**src/axil_pkg.sv**
```systemverilog
// shared widths, AXI-lite channel payloads and FSM encodings used by RTL and testbench
package axil_pkg;

  // --------------------------------------------------
  // bus geometry
  // --------------------------------------------------
  localparam int DATA_WIDTH = 64;
  localparam int ADDR_WIDTH = 32;
  localparam int STRB_WIDTH = DATA_WIDTH / 8;  // one strobe bit per byte

  // fixed attribute values driven by the master
  localparam logic [7:0] AXI_LEN_SINGLE   = 8'd0;     // single beat, no bursts
  localparam logic [1:0] AXI_SIZE_8B      = 2'd3;     // 2**3 bytes per beat
  localparam logic [1:0] AXI_LOCK_NORMAL  = 2'b00;
  localparam logic [3:0] AXI_CACHE_DEV_NB = 4'b0000;  // device, non-bufferable
  localparam logic [2:0] AXI_PROT_UNPRIV  = 3'b000;
  localparam logic [2:0] AXI_PROT_SECURE  = 3'b000;
  localparam logic [2:0] AXI_PROT_DATA    = 3'b000;

  typedef logic [DATA_WIDTH-1:0] axil_data_t;
  typedef logic [ADDR_WIDTH-1:0] axil_addr_t;
  typedef logic [STRB_WIDTH-1:0] axil_strb_t;

  typedef enum logic [1:0] {
    BURST_FIXED = 2'b00,
    BURST_INCR  = 2'b01,  // the only type driven
    BURST_WRAP  = 2'b10
  } axil_burst_e;

  typedef enum logic [1:0] {
    RESP_OKAY   = 2'b00,
    RESP_EXOKAY = 2'b01,
    RESP_SLVERR = 2'b10,
    RESP_DECERR = 2'b11
  } axil_resp_e;

  // --------------------------------------------------
  // payloads
  // --------------------------------------------------
  typedef struct packed {
    logic       wr;     // 1 = store
    logic [1:0] size;
    axil_addr_t addr;
    axil_strb_t strb;
    axil_data_t wdata;
  } rw_req_t;

  typedef struct packed {
    axil_addr_t  addr;
    logic [7:0]  len;
    logic [1:0]  size;
    axil_burst_e burst;
    logic [1:0]  lock;
    logic [3:0]  cache;
    logic [2:0]  prot;
  } axil_aw_t;  // shared by aw and ar

  typedef struct packed {
    axil_data_t data;
    axil_strb_t strb;
    logic       last;
  } axil_w_t;

  typedef struct packed {
    axil_data_t data;
    axil_resp_e resp;
    logic       last;
  } axil_r_t;

  typedef struct packed {
    axil_resp_e resp;
  } axil_b_t;

  typedef enum logic [1:0] {RD_IDLE, RD_ADDR, RD_READ} rd_state_e;
  typedef enum logic [1:0] {WR_IDLE, WR_ADDR, WR_WRITE, WR_RESP} wr_state_e;
  typedef enum logic {ARB_IDLE, ARB_BUSY} arb_state_e;

endpackage

```
**src/mem_port_arbiter.sv**
```systemverilog
// fixed-priority arbiter that grants load/store over fetch and holds one request for the master
`timescale 1ns/100ps

module mem_port_arbiter (
  input  logic                   i_aclk,
  input  logic                   i_rst_n,

  // fetch port, read only
  input  logic                   i_if_req,
  input  axil_pkg::axil_addr_t   i_if_addr,
  output logic                   o_if_data_ok,
  output axil_pkg::axil_data_t   o_if_rdata,

  // load/store port
  input  logic                   i_ls_req,
  input  axil_pkg::rw_req_t      i_ls_req_data,
  output logic                   o_ls_addr_ok,
  output logic                   o_ls_data_ok,
  output axil_pkg::axil_data_t   o_ls_rdata,

  // held request towards the AXI-lite master
  output logic                   o_rw_req,
  output axil_pkg::rw_req_t      o_rw_req_data,
  input  logic                   i_rw_addr_ok,
  input  logic                   i_rw_data_ok,
  input  axil_pkg::axil_data_t   i_rw_rdata
);

  axil_pkg::arb_state_e state_q;
  logic                 owner_ls_q;   // 1 = load/store holds the grant
  logic                 busy;
  axil_pkg::rw_req_t    if_as_req;    // fetch shaped as a full-word read
  axil_pkg::rw_req_t    req_q;

  assign busy = (state_q == axil_pkg::ARB_BUSY);

  assign if_as_req = '{
    wr:    1'b0,
    size:  axil_pkg::AXI_SIZE_8B,
    addr:  i_if_addr,
    strb:  '0,
    wdata: '0
  };

  // --------------------------------------------------
  // grant FSM
  // --------------------------------------------------
  always_ff @(posedge i_aclk) begin
    if (!i_rst_n) begin
      state_q    <= axil_pkg::ARB_IDLE;
      owner_ls_q <= 1'b0;
    end else begin
      case (state_q)
        axil_pkg::ARB_IDLE: begin
          if (i_ls_req || i_if_req) begin
            state_q    <= axil_pkg::ARB_BUSY;
            owner_ls_q <= i_ls_req;              // load/store wins a tie
          end
        end
        axil_pkg::ARB_BUSY: begin
          if (i_rw_data_ok) begin
            state_q <= axil_pkg::ARB_IDLE;
          end
        end
        default: state_q <= axil_pkg::ARB_IDLE;
      endcase
    end
  end

  // winner's payload, frozen while busy
  always_ff @(posedge i_aclk) begin
    if (!busy) begin
      req_q <= i_ls_req ? i_ls_req_data : if_as_req;
    end
  end

  // --------------------------------------------------
  // outputs
  // --------------------------------------------------
  assign o_rw_req      = busy & ~i_rw_data_ok;    // released in the completion cycle
  assign o_rw_req_data = req_q;

  // completions go back to the owner only
  assign o_ls_addr_ok  = busy & owner_ls_q & i_rw_addr_ok;
  assign o_ls_data_ok  = busy & owner_ls_q & i_rw_data_ok;
  assign o_if_data_ok  = busy & ~owner_ls_q & i_rw_data_ok;

  assign o_ls_rdata    = owner_ls_q ? i_rw_rdata : '0;
  assign o_if_rdata    = owner_ls_q ? '0 : i_rw_rdata;

endmodule

```
**src/axil_master_wrap.sv**
```systemverilog
// AXI-lite master that turns the held single-beat request into address, data and response beats
`timescale 1ns/100ps

module axil_master_wrap (
  input  logic                   i_aclk,
  input  logic                   i_rst_n,

  // held request side
  input  logic                   i_rw_req,
  input  axil_pkg::rw_req_t      i_rw_req_data,
  output logic                   o_rw_addr_ok,
  output logic                   o_rw_data_ok,
  output axil_pkg::axil_data_t   o_rw_rdata,

  // write address channel
  output axil_pkg::axil_aw_t     o_aw,
  output logic                   o_awvalid,
  input  logic                   i_awready,

  // write data channel
  output axil_pkg::axil_w_t      o_w,
  output logic                   o_wvalid,
  input  logic                   i_wready,

  // write response channel
  input  axil_pkg::axil_b_t      i_b,
  input  logic                   i_bvalid,
  output logic                   o_bready,

  // read address channel
  output axil_pkg::axil_aw_t     o_ar,
  output logic                   o_arvalid,
  input  logic                   i_arready,

  // read data channel
  input  axil_pkg::axil_r_t      i_r,
  input  logic                   i_rvalid,
  output logic                   o_rready
);

  logic aw_fire;
  logic w_fire;
  logic b_fire;
  logic ar_fire;
  logic r_fire;

  axil_pkg::rd_state_e rd_state_q;
  axil_pkg::wr_state_e wr_state_q;
  axil_pkg::axil_aw_t  addr_beat;     // common aw/ar payload

  // --------------------------------------------------
  // handshakes
  // --------------------------------------------------
  assign aw_fire = o_awvalid & i_awready;
  assign w_fire  = o_wvalid  & i_wready;
  assign b_fire  = o_bready  & i_bvalid;
  assign ar_fire = o_arvalid & i_arready;
  assign r_fire  = o_rready  & i_rvalid;

  // --------------------------------------------------
  // read FSM
  // --------------------------------------------------
  always_ff @(posedge i_aclk) begin
    if (!i_rst_n) begin
      rd_state_q <= axil_pkg::RD_IDLE;
    end else begin
      case (rd_state_q)
        axil_pkg::RD_IDLE: if (i_rw_req && !i_rw_req_data.wr) rd_state_q <= axil_pkg::RD_ADDR;
        axil_pkg::RD_ADDR: if (ar_fire) rd_state_q <= axil_pkg::RD_READ;
        axil_pkg::RD_READ: if (r_fire)  rd_state_q <= axil_pkg::RD_IDLE;
        default:           rd_state_q <= axil_pkg::RD_IDLE;
      endcase
    end
  end

  // --------------------------------------------------
  // write FSM
  // --------------------------------------------------
  always_ff @(posedge i_aclk) begin
    if (!i_rst_n) begin
      wr_state_q <= axil_pkg::WR_IDLE;
    end else begin
      case (wr_state_q)
        axil_pkg::WR_IDLE:  if (i_rw_req && i_rw_req_data.wr) wr_state_q <= axil_pkg::WR_ADDR;
        axil_pkg::WR_ADDR:  if (aw_fire) wr_state_q <= axil_pkg::WR_WRITE;
        axil_pkg::WR_WRITE: if (w_fire)  wr_state_q <= axil_pkg::WR_RESP;
        axil_pkg::WR_RESP:  if (b_fire)  wr_state_q <= axil_pkg::WR_IDLE;
        default:            wr_state_q <= axil_pkg::WR_IDLE;
      endcase
    end
  end

  // --------------------------------------------------
  // channel payloads
  // --------------------------------------------------
  assign addr_beat = '{
    addr:  i_rw_req_data.addr,
    len:   axil_pkg::AXI_LEN_SINGLE,
    size:  i_rw_req_data.size,
    burst: axil_pkg::BURST_INCR,
    lock:  axil_pkg::AXI_LOCK_NORMAL,
    cache: axil_pkg::AXI_CACHE_DEV_NB,
    prot:  axil_pkg::AXI_PROT_UNPRIV | axil_pkg::AXI_PROT_SECURE | axil_pkg::AXI_PROT_DATA
  };

  assign o_aw      = addr_beat;
  assign o_awvalid = (wr_state_q == axil_pkg::WR_ADDR);

  assign o_w       = '{data: i_rw_req_data.wdata, strb: i_rw_req_data.strb, last: 1'b1};
  assign o_wvalid  = (wr_state_q == axil_pkg::WR_WRITE);

  assign o_bready  = (wr_state_q == axil_pkg::WR_RESP);   // bresp not inspected

  assign o_ar      = addr_beat;
  assign o_arvalid = (rd_state_q == axil_pkg::RD_ADDR);
  assign o_rready  = (rd_state_q == axil_pkg::RD_READ);

  // request side handshake
  assign o_rw_addr_ok = ar_fire | w_fire;
  assign o_rw_data_ok = r_fire  | b_fire;
  assign o_rw_rdata   = i_r.data;            // valid only with data_ok on a read

endmodule

```
**src/axil_sram_slave.sv**
```systemverilog
// AXI-lite SRAM slave with byte strobes, aliased word index and programmable wait states
`timescale 1ns/100ps

module axil_sram_slave #(
  parameter int MEM_AWORDS  = 6,   // log2 of depth in words
  parameter int WAIT_CYCLES = 2
) (
  input  logic                 i_aclk,
  input  logic                 i_rst_n,

  input  axil_pkg::axil_aw_t   i_aw,
  input  logic                 i_awvalid,
  output logic                 o_awready,

  input  axil_pkg::axil_w_t    i_w,
  input  logic                 i_wvalid,
  output logic                 o_wready,

  output axil_pkg::axil_b_t    o_b,
  output logic                 o_bvalid,
  input  logic                 i_bready,

  input  axil_pkg::axil_aw_t   i_ar,
  input  logic                 i_arvalid,
  output logic                 o_arready,

  output axil_pkg::axil_r_t    o_r,
  output logic                 o_rvalid,
  input  logic                 i_rready
);

  localparam int OFFS_BITS = $clog2(axil_pkg::STRB_WIDTH);
  localparam int DEPTH     = 1 << MEM_AWORDS;
  localparam int CNT_W     = (WAIT_CYCLES > 0) ? $clog2(WAIT_CYCLES + 1) : 1;
  localparam logic [CNT_W-1:0] CNT_DONE = CNT_W'(WAIT_CYCLES);

  // channel slots in the wait-state arrays
  localparam int CH_AW  = 0;
  localparam int CH_W   = 1;
  localparam int CH_B   = 2;
  localparam int CH_AR  = 3;
  localparam int CH_R   = 4;
  localparam int NUM_CH = 5;

  axil_pkg::axil_data_t  mem [DEPTH];
  axil_pkg::axil_data_t  rdata_q;
  logic [MEM_AWORDS-1:0] aw_idx_q;

  logic aw_held_q;                   // address taken, data not yet
  logic b_pend_q;
  logic r_pend_q;

  logic [NUM_CH-1:0] ch_req;         // channel wants to handshake
  logic [NUM_CH-1:0] ch_go;          // wait satisfied
  logic [NUM_CH-1:0] ch_fire;
  logic [CNT_W-1:0]  wait_cnt [NUM_CH];

  // --------------------------------------------------
  // wait-state insertion
  // --------------------------------------------------
  assign ch_req[CH_AW] = i_awvalid & ~aw_held_q & ~b_pend_q;
  assign ch_req[CH_W]  = i_wvalid & aw_held_q;
  assign ch_req[CH_B]  = b_pend_q;
  assign ch_req[CH_AR] = i_arvalid & ~r_pend_q;
  assign ch_req[CH_R]  = r_pend_q;

  always_comb begin
    for (int i = 0; i < NUM_CH; i++) begin
      ch_go[i] = ch_req[i] && (wait_cnt[i] == CNT_DONE);
    end
  end

  assign ch_fire[CH_AW] = ch_go[CH_AW];
  assign ch_fire[CH_W]  = ch_go[CH_W];
  assign ch_fire[CH_B]  = ch_go[CH_B] & i_bready;
  assign ch_fire[CH_AR] = ch_go[CH_AR];
  assign ch_fire[CH_R]  = ch_go[CH_R] & i_rready;

  always_ff @(posedge i_aclk) begin
    for (int i = 0; i < NUM_CH; i++) begin
      if (!i_rst_n || ch_fire[i]) begin
        wait_cnt[i] <= '0;
      end else if (ch_req[i] && wait_cnt[i] != CNT_DONE) begin
        wait_cnt[i] <= wait_cnt[i] + 1'b1;    // saturates at CNT_DONE
      end
    end
  end

  // --------------------------------------------------
  // transaction tracking
  // --------------------------------------------------
  always_ff @(posedge i_aclk) begin
    if (!i_rst_n) begin
      aw_held_q <= 1'b0;
      b_pend_q  <= 1'b0;
      r_pend_q  <= 1'b0;
    end else begin
      if (ch_fire[CH_AW])     aw_held_q <= 1'b1;
      else if (ch_fire[CH_W]) aw_held_q <= 1'b0;
      if (ch_fire[CH_W])      b_pend_q  <= 1'b1;
      else if (ch_fire[CH_B]) b_pend_q  <= 1'b0;
      if (ch_fire[CH_AR])     r_pend_q  <= 1'b1;
      else if (ch_fire[CH_R]) r_pend_q  <= 1'b0;
    end
  end

  // --------------------------------------------------
  // storage
  // --------------------------------------------------
  always_ff @(posedge i_aclk) begin
    if (ch_fire[CH_AW]) begin
      aw_idx_q <= i_aw.addr[OFFS_BITS +: MEM_AWORDS];   // upper bits alias
    end
    if (ch_fire[CH_W]) begin
      for (int b = 0; b < axil_pkg::STRB_WIDTH; b++) begin
        if (i_w.strb[b]) mem[aw_idx_q][8*b +: 8] <= i_w.data[8*b +: 8];
      end
    end
    if (ch_fire[CH_AR]) begin
      rdata_q <= mem[i_ar.addr[OFFS_BITS +: MEM_AWORDS]];
    end
  end

  assign o_awready = ch_go[CH_AW];
  assign o_wready  = ch_go[CH_W];
  assign o_bvalid  = ch_go[CH_B];
  assign o_arready = ch_go[CH_AR];
  assign o_rvalid  = ch_go[CH_R];

  assign o_b = '{resp: axil_pkg::RESP_OKAY};
  assign o_r = '{data: rdata_q, resp: axil_pkg::RESP_OKAY, last: 1'b1};

endmodule

```
**src/mem_subsys_top.sv**
```systemverilog
// memory subsystem top that wires the port arbiter, AXI-lite master and SRAM slave together
`timescale 1ns/100ps

module mem_subsys_top #(
  parameter int MEM_AWORDS  = 6,
  parameter int WAIT_CYCLES = 2
) (
  input  logic                   i_aclk,
  input  logic                   i_rst_n,

  input  logic                   i_if_req,
  input  axil_pkg::axil_addr_t   i_if_addr,
  output logic                   o_if_data_ok,
  output axil_pkg::axil_data_t   o_if_rdata,

  input  logic                   i_ls_req,
  input  axil_pkg::rw_req_t      i_ls_req_data,
  output logic                   o_ls_addr_ok,
  output logic                   o_ls_data_ok,
  output axil_pkg::axil_data_t   o_ls_rdata
);

  // --------------------------------------------------
  // arbiter to master
  logic                 rw_req;
  axil_pkg::rw_req_t    rw_req_data;
  logic                 rw_addr_ok;
  logic                 rw_data_ok;
  axil_pkg::axil_data_t rw_rdata;

  // --------------------------------------------------
  // AXI-lite between master and slave
  axil_pkg::axil_aw_t   aw;
  logic                 awvalid;
  logic                 awready;
  axil_pkg::axil_w_t    w;
  logic                 wvalid;
  logic                 wready;
  axil_pkg::axil_b_t    b;
  logic                 bvalid;
  logic                 bready;
  axil_pkg::axil_aw_t   ar;
  logic                 arvalid;
  logic                 arready;
  axil_pkg::axil_r_t    r;
  logic                 rvalid;
  logic                 rready;

  mem_port_arbiter u_arbiter (
    .i_aclk        (i_aclk),
    .i_rst_n       (i_rst_n),
    .i_if_req      (i_if_req),
    .i_if_addr     (i_if_addr),
    .o_if_data_ok  (o_if_data_ok),
    .o_if_rdata    (o_if_rdata),
    .i_ls_req      (i_ls_req),
    .i_ls_req_data (i_ls_req_data),
    .o_ls_addr_ok  (o_ls_addr_ok),
    .o_ls_data_ok  (o_ls_data_ok),
    .o_ls_rdata    (o_ls_rdata),
    .o_rw_req      (rw_req),
    .o_rw_req_data (rw_req_data),
    .i_rw_addr_ok  (rw_addr_ok),
    .i_rw_data_ok  (rw_data_ok),
    .i_rw_rdata    (rw_rdata)
  );

  axil_master_wrap u_master (
    .i_aclk        (i_aclk),
    .i_rst_n       (i_rst_n),
    .i_rw_req      (rw_req),
    .i_rw_req_data (rw_req_data),
    .o_rw_addr_ok  (rw_addr_ok),
    .o_rw_data_ok  (rw_data_ok),
    .o_rw_rdata    (rw_rdata),
    .o_aw          (aw),
    .o_awvalid     (awvalid),
    .i_awready     (awready),
    .o_w           (w),
    .o_wvalid      (wvalid),
    .i_wready      (wready),
    .i_b           (b),
    .i_bvalid      (bvalid),
    .o_bready      (bready),
    .o_ar          (ar),
    .o_arvalid     (arvalid),
    .i_arready     (arready),
    .i_r           (r),
    .i_rvalid      (rvalid),
    .o_rready      (rready)
  );

  axil_sram_slave #(
    .MEM_AWORDS  (MEM_AWORDS),
    .WAIT_CYCLES (WAIT_CYCLES)
  ) u_sram (
    .i_aclk    (i_aclk),
    .i_rst_n   (i_rst_n),
    .i_aw      (aw),
    .i_awvalid (awvalid),
    .o_awready (awready),
    .i_w       (w),
    .i_wvalid  (wvalid),
    .o_wready  (wready),
    .o_b       (b),
    .o_bvalid  (bvalid),
    .i_bready  (bready),
    .i_ar      (ar),
    .i_arvalid (arvalid),
    .o_arready (arready),
    .o_r       (r),
    .o_rvalid  (rvalid),
    .i_rready  (rready)
  );

endmodule

```
**config.mk**
```make
export PLATFORM = sky130hd
export DESIGN_NAME = mem_subsys_top
export DESIGN_NICKNAME = d
export VERILOG_FILES = /design/src/axil_pkg.sv /design/src/mem_port_arbiter.sv /design/src/axil_master_wrap.sv /design/src/axil_sram_slave.sv /design/src/mem_subsys_top.sv
export SDC_FILE = /design/constraint.sdc
export NUM_CORES = 2
export LEC_CHECK = 0
export BUFFER_PORTS_ARGS = -buffer_cell sky130_fd_sc_hd__buf_2
export CAP_MARGIN = 20
export CELL_PAD_IN_SITES_DETAIL_PLACEMENT = 2
export CELL_PAD_IN_SITES_GLOBAL_PLACEMENT = 2
export CORE_MARGIN = 2
export CORE_UTILIZATION = 54
export CTS_BUF_LIST = sky130_fd_sc_hd__clkbuf_8
export DETAILED_ROUTE_END_ITERATION = 6
export GPL_ROUTABILITY_DRIVEN = 1
export PLACE_DENSITY = 0.95
export SYNTH_ARGS = -nofsm -noshare
export SYNTH_HDL_FRONTEND = slang
export SYNTH_MEMORY_MAX_BITS = 65536
export SYNTH_SLANG_ARGS = --single-unit
```
**constraint.sdc**
```tcl
create_clock -name i_aclk -period 4.6 [get_ports i_aclk]
set_clock_uncertainty 0.05 [all_clocks]
set_input_delay 0.46 -clock i_aclk [delete_from_list [all_inputs] [get_ports i_aclk]]
set_output_delay 0.46 -clock i_aclk [all_outputs]
set_load 0.02 [all_outputs]
```
==> metrics, run 1 <==
I/O Pins=274; Buffers on Ports=219; Initial Util=54.2%; synthesized cell area=0.164 sq mm; Synthesized Nets=7702; FFs w/ async S/R, synth=0%; sequential area share after synthesis=78.0%; cells after synthesis=7549; # rows=202; Synth area leaders=edfxtp_1 (78%), mux4_2 (14%), nor2_1 (1.2%); Top FF cell, synth=edfxtp_1; area leader, netlist=edfxtp_1; Synth warnings=0; number of flops mapped to enable cells by yosys=4255; status=did not finish; Run Error=[ERROR DPL-0033] detailed placement checks failed during check placement.; syn_area_per_cell=21.7 sq um; Synth top area share=77.9%; die width=555 um; dpl hpwl=506 mm; Chip Height=555 um; Final Wtd Congestion=0.855; Failed at=3_5_place_dp; Distinct cells, synth=44; Synth Register Bits=4264
## synthesized netlist by cell type (all sizes together), types with 6 or more instances
cell,instances
nand2b,6
a211oi,36
nor2b,108
a22oi,229
o22ai,51
and3,58
nor3,13
ha,10
dfxtp,9
nor2,538
inv,11
mux2i,126
a21oi,65
buf,251
mux4,1024
o21ai,39
nor3b,8
mux2,14
a211o,28
and2,140
a22o,22
nand2,103
edfxtp,4255
clkbuf,204
nand3b,7
a311oi,28
nand3,79
o221ai,64
## through the flow
stage             instances  area (sq um)  hold slack (ns)  worst slack [ns]
floorplan              7549        164000            0.371              2.12
global placement      11703        172000            0.413             0.991
## cells by family after synthesis
family	count (synthesis)	share of synthesized area [%]
AO/OA/AOI/OAI	571	2.53
adder cells (fa/ha/maj)	10	0.0763
buffers and inverters	466	1.41
flip-flops	4264	78.0
multiplexers	1164	14.9
AND/OR/NAND/NOR	1074	3.07
==> inputs of run 2 (changes only) <==
- CELL_PAD_IN_SITES_DETAIL_PLACEMENT: 2 -> not set
- CELL_PAD_IN_SITES_GLOBAL_PLACEMENT: 2 -> not set
- CORE_UTILIZATION: 54 -> 39
- CTS_BUF_LIST: sky130_fd_sc_hd__clkbuf_8 -> not set
- PLACE_DENSITY: 0.95 -> not set
- PLACE_DENSITY_LB_ADDON: not set -> 0.15
==> metrics, run 2 <==
Hold Fails Final Rpt=0; CP Data Required Time=5.27 ns; Top FF cell, synth=edfxtp_1; P_leak=60.9 nW; Slew Limit Fails=0; instance count on the critical path=6; Worst Hold Class=in2reg; GR Util All Layers=22.3%; grt ovf=0; worst-path cell chain=buf_4 -> buf_4 -> nor2b_4 -> a21oi_1 -> a21oi_1 -> a311oi_1; cells after synthesis=7549 (unchanged); Largest register FFs=4096; most frequent cells in the layout=edfxtp_1 (4255), mux4_2 (1024), buf_4 (669); Post-CTS Setup Repair Bufs=0; most flop-heavy register=u_sram.mem; clock root cell=clkbuf_16; Synthesized Nets=7702 (unchanged); Layout Area Growth over Synthesis=16.6%; cts bufs inserted=446; Least-Margin Pin Slew=1.21 ns; status=finished, final reports clean; die area=0.426 sq mm; area leader, netlist=edfxtp_1; 1st-iter DRT viols=10267; sequential area share after synthesis=78.0% (unchanged); period utilization=80.0%; relative max-transition margin=18.8%; antenna violations before repair=69; critical path arrival=4.35 ns; Antenna Nets Post-Route=0; Synth warnings=0 (unchanged); share of post-route cells with drive strength above 1=29.6%; clock buffer depth=4; Worst VDD drop=343 uV; cell area power density=441 mW/mm^2; reg2reg path depth=6; Chip Height=653 um (+18%); Synth Register Bits=4264 (unchanged); Remaining DRCs=0; Fillers=35111; critical path class=reg2reg; Post-Place Worst Slack=0.983 ns; Pre-antenna DRT Iters=6; mean routed wirelength per cell=33.2 um; synthesized cell area=0.164 sq mm (unchanged); Post-CTS Hold Buffers=88; Clock Sinks=4264; pin count of the biggest net entering global routing=88; routed wire length=482 mm; Critical Path Slowest Stage Cell=nor2b_4; via count=82400; Top Family by Delay on Critical Path=simple AND/OR/NAND/NOR gates; count leader, synth=edfxtp_1; vias in the first global route=82828; WL met3=41.1 mm; hold path depth=2; clk slew on worst S/H paths=0.06 ns; Finished Cell Area=0.191 sq mm; DR vias/cell=5.68; syn_area_per_cell=21.7 sq um (unchanged); CTS resizes=0; Distinct cells, synth=44 (unchanged); Buffers on Ports=219 (unchanged); number of flops mapped to enable cells by yosys=4255 (unchanged); Final Wtd Congestion=0.810 (-5.3%); max incr delay on CP=0.89 ns; Synth area leaders=edfxtp_1 (78%), mux4_2 (14%), nor2_1 (1.2%); Final setup viols=0; Pwr Total=84.4 mW; htree depth=5; metal2 WL=227 mm; Synth top area share=77.9% (unchanged); Initial Util=39.1% (-15 points); # rows=238 (+18%); min setup slack post-route=0.919 ns; max-cap viol count=0; Worst R2R Start=u_arbiter.o_rw_req_data[78]; Worst-Skew Late Latency=1.02 ns; crit path capture type=register; setup TNS=0 ns; top cells by count, synth=edfxtp_1 (4255), mux4_2 (1024), nor2_1 (538), a22oi_1 (229), clkbuf_1 (204); CORE AREA=0.420 sq mm; hold_sp=i_ls_req; I/O Pins=274 (unchanged); nets@finish=8723; dpl hpwl=297 mm (-41%); FFs w/ async S/R, synth=0% (unchanged); CP startpoint kind=register; uppermost layer routed=met5; die width=653 um (+18%); RSZ-0062 raised after global routing=no; commonest non-fill, non-tap cell in the layout=edfxtp_1; CTS tree=yes; final core utilization=45.6%; crit path buf inv count=2; internal reg-to-reg setup slack=0.92 ns; dpl cell area=0.176 sq mm; Fmax=272 MHz; global-route wire length before repair=663 mm; Period minus WS final=3.68 ns; Met1 Wirelength=201 mm; Critical R2R Capture=u_sram.rdata_q[16]; worst hold endpoint=u_arbiter.o_rw_req_data[21]; CP max FO=26
[run 2: cell counts after synthesis]
Identical to the previous run, type by type.
[run 2: cells by family after synthesis]
family,synth area share [%]
DFF,78.0
adders and majority gates,0.0763
buffers and inverters,1.41
and+or+nand+nor,3.07
muxes,14.9
AOI/OAI and AO/OA,2.53
[run 2: per-stage QoR]
step	hold slack [ns]	instances
after floorplan	0.371	7549
after global placement	0.417	13549
after detailed placement	0.418	13553
after CTS	0.0608	14462
after global routing	0.0956	14465
final	0.116	14497
[run 2: area by class of cell]
class | instances | area, sq um | area share [%]
diodes | 34 | 85.1 | 0.0445
clock buffers | 536 | 11500 | 6.02
clock inverters | 285 | 2710 | 1.41
inverters | 11 | 48.8 | 0.0255
multi-input cells | 2819 | 34000 | 17.8
flip-flops and latches | 4264 | 128000 | 66.9
well taps | 5520 | 6910 | 3.61
repair buffers | 1028 | 8060 | 4.21
[run 2: report_power, final]
group / internal (mW) / leakage [nW] / switching (mW)
registers: 43.1 / 38.7 / 0.110
logic: 2.07 / 15.3 / 3.76
clock network: 20.2 / 6.94 / 15.2
total: 65.3 / 60.9 / 19.1
[run 2: worst max path at each step]
stage                                start                 end  slack, ns
6_report       u_arbiter.o_rw_req_data[78]  u_sram.rdata_q[16]       0.92
5_1_grt        u_arbiter.o_rw_req_data[76]  u_sram.rdata_q[57]       0.81
4_1_cts        u_arbiter.o_rw_req_data[76]  u_sram.rdata_q[57]       0.94
3_5_place_dp   u_arbiter.o_rw_req_data[76]  u_sram.rdata_q[26]       0.98
3_3_place_gp   u_arbiter.o_rw_req_data[76]  u_sram.rdata_q[26]       0.98
2_1_floorplan       u_master.rd_state_q[0]   u_sram.rdata_q[0]       2.12
[run 2: per-layer routing]
metal	up-vias	GRT usage, %
li1	33744	-
met1	44470	31.6
met2	3566	35.1
met3	604	4.74
met4	16	5.95
met5	-	0
(Power assumes the default switching activity.)
